## src/verilog/wbuf_macros.svh

```systemverilog
`ifndef WBUF_MACROS_SVH
`define WBUF_MACROS_SVH

// 32-byte cache lines of 32-bit words
`define WBUF_LINE_OFF_W   5
`define WBUF_BEATS        8
`define WBUF_BEAT_IDX_W   3

// awsize encodings by bytes per beat
`define AXI_SIZE_1        3'b000
`define AXI_SIZE_2        3'b001
`define AXI_SIZE_4        3'b010

// write type codes from the cache
`define WTYPE_BYTE        3'b000
`define WTYPE_HALF        3'b001
`define WTYPE_WORD        3'b010
`define WTYPE_LINE        3'b100 // whole line write-back

`endif

```

## src/verilog/wbuf_pkg.sv

```systemverilog
`include "wbuf_macros.svh"

package wbuf_pkg;

    typedef logic [31:0] addr_t;
    typedef logic [31:0] word_t;
    typedef logic [3:0]  strb_t;
    typedef logic [(1 << `WBUF_LINE_OFF_W) * 8 - 1:0] line_t;
    typedef logic [2:0]  wtype_t;
    typedef logic [`WBUF_BEAT_IDX_W-1:0] beat_idx_t;

    // request as handed over by the cache
    typedef struct packed {
        addr_t  addr;
        line_t  data;  // word 0 in the low bits
        strb_t  strb;  // single writes only
        wtype_t wtype;
    } wbuf_req_t;

    typedef struct packed {
        addr_t      addr;
        logic [7:0] len;  // beats minus one
        logic [2:0] size;
    } axi_aw_t;

    typedef struct packed {
        word_t data;
        strb_t strb;
        logic  last;
    } axi_w_t;

    typedef enum logic [1:0] {
        IDLE,
        SEND,  // address and data phases overlap here
        RESP
    } wbuf_state_e;

endpackage

```

## src/verilog/wbuf_beat_counter.sv

```systemverilog
`timescale 1ns/1ps
`include "wbuf_macros.svh"

module wbuf_beat_counter
    import wbuf_pkg::*;
(
    input  logic      clock,
    input  logic      reset,
    input  logic      accept_i,
    input  logic      beat_fire_i,
    input  logic      is_line_i,
    output beat_idx_t beat_idx_o,
    output logic      last_beat_o,
    output logic      burst_done_o
);

    beat_idx_t beat_idx_q;
    logic      done_q;

    // final index is 7 for a line, 0 for a single write
    assign last_beat_o = is_line_i ? (beat_idx_q == beat_idx_t'(`WBUF_BEATS - 1))
                                   : (beat_idx_q == '0);

    always_ff @(posedge clock) begin
        if (reset) begin
            beat_idx_q <= '0;
            done_q     <= 1'b0;
        end else if (accept_i) begin
            beat_idx_q <= '0; // fresh start for every request
            done_q     <= 1'b0;
        end else if (beat_fire_i) begin
            if (last_beat_o) begin
                done_q <= 1'b1; // index parks on the last beat
            end else begin
                beat_idx_q <= beat_idx_q + 1'b1;
            end
        end
    end

    assign beat_idx_o   = beat_idx_q;
    assign burst_done_o = done_q;

endmodule

```

## src/verilog/wbuf_ctrl_fsm.sv

```systemverilog
`timescale 1ns/1ps

module wbuf_ctrl_fsm
    import wbuf_pkg::*;
(
    input  logic        clock,
    input  logic        reset,
    input  logic        req_valid_i,
    input  logic        aw_ready_i,
    input  logic        burst_done_i,
    input  logic        b_valid_i,
    output logic        accept_o,
    output wbuf_state_e state_o,
    output logic        aw_valid_o,
    output logic        w_pending_o,
    output logic        b_ready_o,
    output logic        req_ready_o
);

    wbuf_state_e state_q;
    wbuf_state_e state_d;
    logic        aw_done_q;  // address handshake seen for this request
    logic        aw_fire;

    assign req_ready_o = (state_q == IDLE);
    assign accept_o    = req_valid_i & req_ready_o;

    // address and data run independently inside SEND
    assign aw_valid_o  = (state_q == SEND) & ~aw_done_q;
    assign w_pending_o = (state_q == SEND) & ~burst_done_i;
    assign b_ready_o   = (state_q == RESP);

    assign aw_fire = aw_valid_o & aw_ready_i;

    always_ff @(posedge clock) begin
        if (reset) begin
            aw_done_q <= 1'b0;
        end else if (accept_o) begin
            aw_done_q <= 1'b0;
        end else if (aw_fire) begin
            aw_done_q <= 1'b1;
        end
    end

    always_comb begin
        state_d = state_q;
        case (state_q)
            IDLE: begin
                if (accept_o) begin
                    state_d = SEND;
                end
            end
            SEND: begin
                // a handshake in this very cycle counts as done
                if ((aw_done_q | aw_fire) & burst_done_i) begin
                    state_d = RESP;
                end
            end
            RESP: begin
                if (b_valid_i) begin
                    state_d = IDLE;
                end
            end
            default: state_d = IDLE;
        endcase
    end

    always_ff @(posedge clock) begin
        if (reset) begin
            state_q <= IDLE;
        end else begin
            state_q <= state_d;
        end
    end

    assign state_o = state_q;

endmodule

```

## src/verilog/wbuf_line_store.sv

```systemverilog
`timescale 1ns/1ps
`include "wbuf_macros.svh"

module wbuf_line_store
    import wbuf_pkg::*;
(
    input  logic      clock,
    input  logic      reset,
    input  logic      accept_i,
    input  wbuf_req_t req_i,
    input  beat_idx_t beat_idx_i,
    input  logic      last_beat_i,
    output axi_aw_t   aw_o,
    output axi_w_t    w_o,
    output logic      is_line_o
);

    wbuf_req_t  req_q;     // latched request
    logic       is_line_q;
    logic [2:0] size;
    word_t      beat_word;

    // request payload, loaded on accept
    always_ff @(posedge clock) begin
        if (accept_i) begin
            req_q <= req_i;
        end
    end

    // selects burst or single beat
    always_ff @(posedge clock) begin
        if (reset) begin
            is_line_q <= 1'b0;
        end else if (accept_i) begin
            is_line_q <= (req_i.wtype == `WTYPE_LINE);
        end
    end

    always_comb begin
        case (req_q.wtype)
            `WTYPE_BYTE: size = `AXI_SIZE_1;
            `WTYPE_HALF: size = `AXI_SIZE_2;
            `WTYPE_WORD: size = `AXI_SIZE_4;
            default:     size = `AXI_SIZE_4; // line beats are full words
        endcase
    end

    // word k of the line goes out on beat k
    // single writes stay at index 0, so they get word 0
    assign beat_word = req_q.data[{beat_idx_i, 5'b0} +: $bits(word_t)];

    always_comb begin
        aw_o.addr = req_q.addr;
        aw_o.len  = is_line_q ? 8'(`WBUF_BEATS - 1) : 8'd0;
        aw_o.size = size;
    end

    always_comb begin
        w_o.data = beat_word;
        w_o.strb = is_line_q ? strb_t'('1) : req_q.strb;
        w_o.last = last_beat_i;
    end

    assign is_line_o = is_line_q;

endmodule

```

## src/verilog/wbuf_top.sv

```systemverilog
`timescale 1ns/1ps

module wbuf_top
    import wbuf_pkg::*;
(
    input  logic      clock,
    input  logic      reset,
    // cache side
    input  logic      req_valid_i,
    input  wbuf_req_t req_i,
    output logic      req_ready_o,
    // write address
    output axi_aw_t   aw_o,
    output logic      aw_valid_o,
    input  logic      aw_ready_i,
    // write data
    output axi_w_t    w_o,
    output logic      w_valid_o,
    input  logic      w_ready_i,
    // write response
    input  logic      b_valid_i,
    output logic      b_ready_o
);

    logic      accept;
    logic      w_pending;
    logic      beat_fire;
    logic      burst_done;
    logic      last_beat;
    logic      is_line;
    beat_idx_t beat_idx;

    assign beat_fire = w_pending & w_ready_i;
    assign w_valid_o = w_pending;

    wbuf_ctrl_fsm u_ctrl (
        .clock        (clock),
        .reset        (reset),
        .req_valid_i  (req_valid_i),
        .aw_ready_i   (aw_ready_i),
        .burst_done_i (burst_done),
        .b_valid_i    (b_valid_i),
        .accept_o     (accept),
        .state_o      (),           // state not needed at the ports
        .aw_valid_o   (aw_valid_o),
        .w_pending_o  (w_pending),
        .b_ready_o    (b_ready_o),
        .req_ready_o  (req_ready_o)
    );

    wbuf_beat_counter u_beats (
        .clock        (clock),
        .reset        (reset),
        .accept_i     (accept),
        .beat_fire_i  (beat_fire),
        .is_line_i    (is_line),
        .beat_idx_o   (beat_idx),
        .last_beat_o  (last_beat),
        .burst_done_o (burst_done)
    );

    wbuf_line_store u_store (
        .clock        (clock),
        .reset        (reset),
        .accept_i     (accept),
        .req_i        (req_i),
        .beat_idx_i   (beat_idx),
        .last_beat_i  (last_beat),
        .aw_o         (aw_o),
        .w_o          (w_o),
        .is_line_o    (is_line)
    );

endmodule

```

## config.mk

```make
export PLATFORM = sky130hd
export DESIGN_NAME = wbuf_top
export DESIGN_NICKNAME = d
export VERILOG_FILES = /design/src/verilog/wbuf_pkg.sv /design/src/verilog/wbuf_beat_counter.sv /design/src/verilog/wbuf_ctrl_fsm.sv /design/src/verilog/wbuf_line_store.sv /design/src/verilog/wbuf_top.sv
export VERILOG_INCLUDE_DIRS = /design/src /design/src/verilog
export SDC_FILE = /design/constraint.sdc
export NUM_CORES = 1
export LEC_CHECK = 0
export ABC_AREA = 1
export BUFFER_PORTS_ARGS = -buffer_cell sky130_fd_sc_hd__buf_4
export CAP_MARGIN = 10
export CORE_ASPECT_RATIO = 1.1
export CORE_UTILIZATION = 51
export CTS_CLUSTER_DIAMETER = 50
export DETAILED_ROUTE_END_ITERATION = 10
export GPL_TIMING_DRIVEN = 0
export PLACE_DENSITY = 0.8
export REMOVE_ABC_BUFFERS = 1
export SETUP_SLACK_MARGIN = 0.2
export SLEW_MARGIN = 25
export SYNTH_ARGS = -nofsm -noshare
export SYNTH_HDL_FRONTEND = slang
export SYNTH_SLANG_ARGS = --single-unit
```

## constraint.sdc

```tcl
create_clock -name clock -period 9.15 [get_ports clock]
set_input_delay 0.915 -clock clock [delete_from_list [all_inputs] [get_ports clock]]
set_output_delay 0.915 -clock clock [all_outputs]
set_load 0.03 [all_outputs]
```

==> impl_metrics.toml <==
[outcome]
outcome = "completed"

[clocking]
insertion_delay_ps = 520
clockBufferDepth = 3
cts_sinks = 303
cts_setup_buffers = 0
htreeDepth = 2
cts_inserted_buffers = 36
path_clk_slew_ps = 60
root_buffer = "clkbuf_16"
ctsHoldBuffers = 0
cts_tree = "built"
cts_resized = 0

[synth]
synthTopCellsByCount = "edfxtp_1, nor2_1, o21ai_0"
yosys.cell_count.top_type = "edfxtp_1"
ys_seq_area_share_pct = 75.03
syn_area_per_cell_um2 = 12.67
ys.flop_type = "edfxtp_1"
synth_cells = 949
synth_area_leaders = "edfxtp_1, o21ai_0, nor2_1"
ys_ff_latch = 303
synth.distinct_cells = 20
yosys.area.top_type = "edfxtp_1"
syn_area_um2 = 12020
async_flop_share_pct = 0
yosys.area.top_type_share_pct = 73.70
synth_edf_count = 295
ys.warnings.count = 0

[worst_hold_path]
whs_path_depth = 2
holdCritPathClass = "reg -> reg"
holdPathEnd = "u_ctrl.aw_done_q"
hold_start = "u_ctrl.aw_done_q"

[global_route]
grt.overflow.total = 0
grt_pass1_vias = 8454
antenna_found_initial = 1
grt_use_total_pct = 23.76
grt_max_degree = 109
grt_pass1_wl_mm = 43.13

[placement]
port-buffer-count = 378
dp.final_hpwl_mm = 19.29
gp_congestion = 0.8131

[critical_path]
cp.arrival_ps = 2720
slowest_stage = "dfxtp_4"
path_cells = "buf_16 > inv_6 > buf_16 > o21ai_0 > o21ai_0 > nand2_1 > nand2_1 > buf_4"
worstSetupStartpointType = "flop"
crit_type = "reg -> out"
r2r_slack_ps = 6950
r2r_cells = 4
path_max_fanout = 83
r2r_end = "u_store.req_q[111]"
worstSetupEndpointType = "output port"
required_ps = 8240
r2r_start = "u_ctrl.state_o[0]"
cpPeakStageDelay_ps = 510

[sta]
rsz0062_at_grt = "false"
hold_ws_ps = 478.6
skew_ps = 22.01
period_share_pct = 39.77
fmax_mhz = 274.8
setup_tns_ps = 0
period_needed_ps = 3639
slew_viol_final = 0
setup_viol = 0
finalHoldViolCount = 0
worst_pin_slew_ps = 629.0
relSlewSlack_pct = 58.06

[route]
drc = 0
viasPerCell = 5.186
ant_nets = 0
dr.pass1.iters = 5
via_count = 8376
routed_wl_mm = 29.35
wl_per_cell_um = 18.18
drt_iter0_drc = 502

[pwr]
swShare_pct = 24.23
clock_power_share_pct = 38.3
intPower_mw = 2.747
power.leakage_nw = 6.501
netSwitchingPower_uw = 878.6
powerDensity_nw_per_um2 = 225.8
power_mw = 3.626
ir_worst_vdd_mv = 0.1951
seqPwrFrac_pct = 48.5
share_comb_of_total_power_pct = 13.2

[floorplan]
rows = 58
dieHeight_um = 163.0
io_pins = 385
initial_utilization_pct = 52.25
die-area_um2 = 24190
die_w_um = 148.4
core_area_um2 = 23000

[cells_and_area]
fillers = 1539
post-route-util_pct = 69.82
fin_nets = 1592
syn2layout_area_growth_pct = 33.62
layout-drive-gt1-share_pct = 34.32

[run]
drv_cap = 0
metal layers:
metal	part of all wire (%)	global-route usage (%)	vias up
met3	7.4	6.201	70
met1	34	25.04	3960
met5	0	0	-
met4	4.3	11.76	0
met2	54	43.66	386
li1	-	-	3960
cell families (layout without fill, tap and decap cells):
logic type,count (synthesis),in the layout,synth area share (%)
and+or+nand+nor,335,335,10.68
DFF,303,303,75.03
AOI/OAI and AO/OA,197,197,8.202
buffers and inverters,110,470,5.746
adders and majority gates,3,3,0.3123
other,1,7,0.03120
worst max-delay path by stage:
stage	startpoint	endpoint	slack [ps]	cells after the start
final	u_beats.beat_idx_o[0]	w_o[32]	5510	8
after global routing	u_beats.beat_idx_o[0]	w_o[28]	5330	8
after CTS	u_beats.beat_idx_o[0]	w_o[13]	5420	8
after detailed placement	u_beats.beat_idx_o[0]	w_o[13]	5970	8
after global placement	req_valid_i	u_beats.beat_idx_o[1]	-730	6
after floorplan	req_valid_i	u_beats.beat_idx_o[0]	1550	5
registers in the layout (all words and copies together) (netlist names):
| register | cells |
|---|---|
| u_store.req_q | 263 |
| u_store.aw_o | 32 |
| u_store.is_line_o | 1 |
| u_beats.beat_idx_o | 3 |
| u_beats.burst_done_o | 1 |
| u_ctrl.aw_done_q | 1 |
| u_ctrl.state_o | 2 |
cell type report:
cell class              count  area [µm²]  area share (%)
multi-input cells         541        2330           14.50
repair buffers            387        3078           19.16
clock inverters            19       198.9           1.239
flip-flops and latches    303        9027           56.20
inverters                  19       83.83          0.5219
clock buffers              45       965.9           6.014
diodes                      1       2.502         0.01558
well taps                 300       375.4           2.337
power by group through the flow:
stage	registers, mW	logic [mW]	clock network [mW]
after floorplan	1.86	0.209	0
after global placement	1.86	0.447	0
after detailed placement	1.79	0.478	0
after CTS	1.76	0.481	1.41
after global routing	1.77	0.519	1.46
final	1.76	0.478	1.39
cells in the final DEF (no fill, tap or decap), types with 7 or more instances in the layout:
master	instances
buf_4	378
edfxtp_1	295
nor2_1	209
o21ai_0	159
nand2_1	114
clkbuf_16	37
o21ai_1	34
inv_1	16
buf_16	8
inv_6	7
clkbuf_1	7
critical path, delay by kind of cell (launching register included):
kind            cells  cell delay [ps]
compound gates      2              450
buf+inv             4              970
flops               1              510
simple gates        2              240
per-stage QoR:
step                      cell area [µm²]  worst slack [ps]  instances
after floorplan                     11420              1548        863
after global placement              14630            -726.4       1541
after detailed placement            14890              5968       1550
after CTS                           16060              5419       1614
after global routing                16060              5333       1615
final                               16060              5511       1615
(Power assumes the default switching activity.)
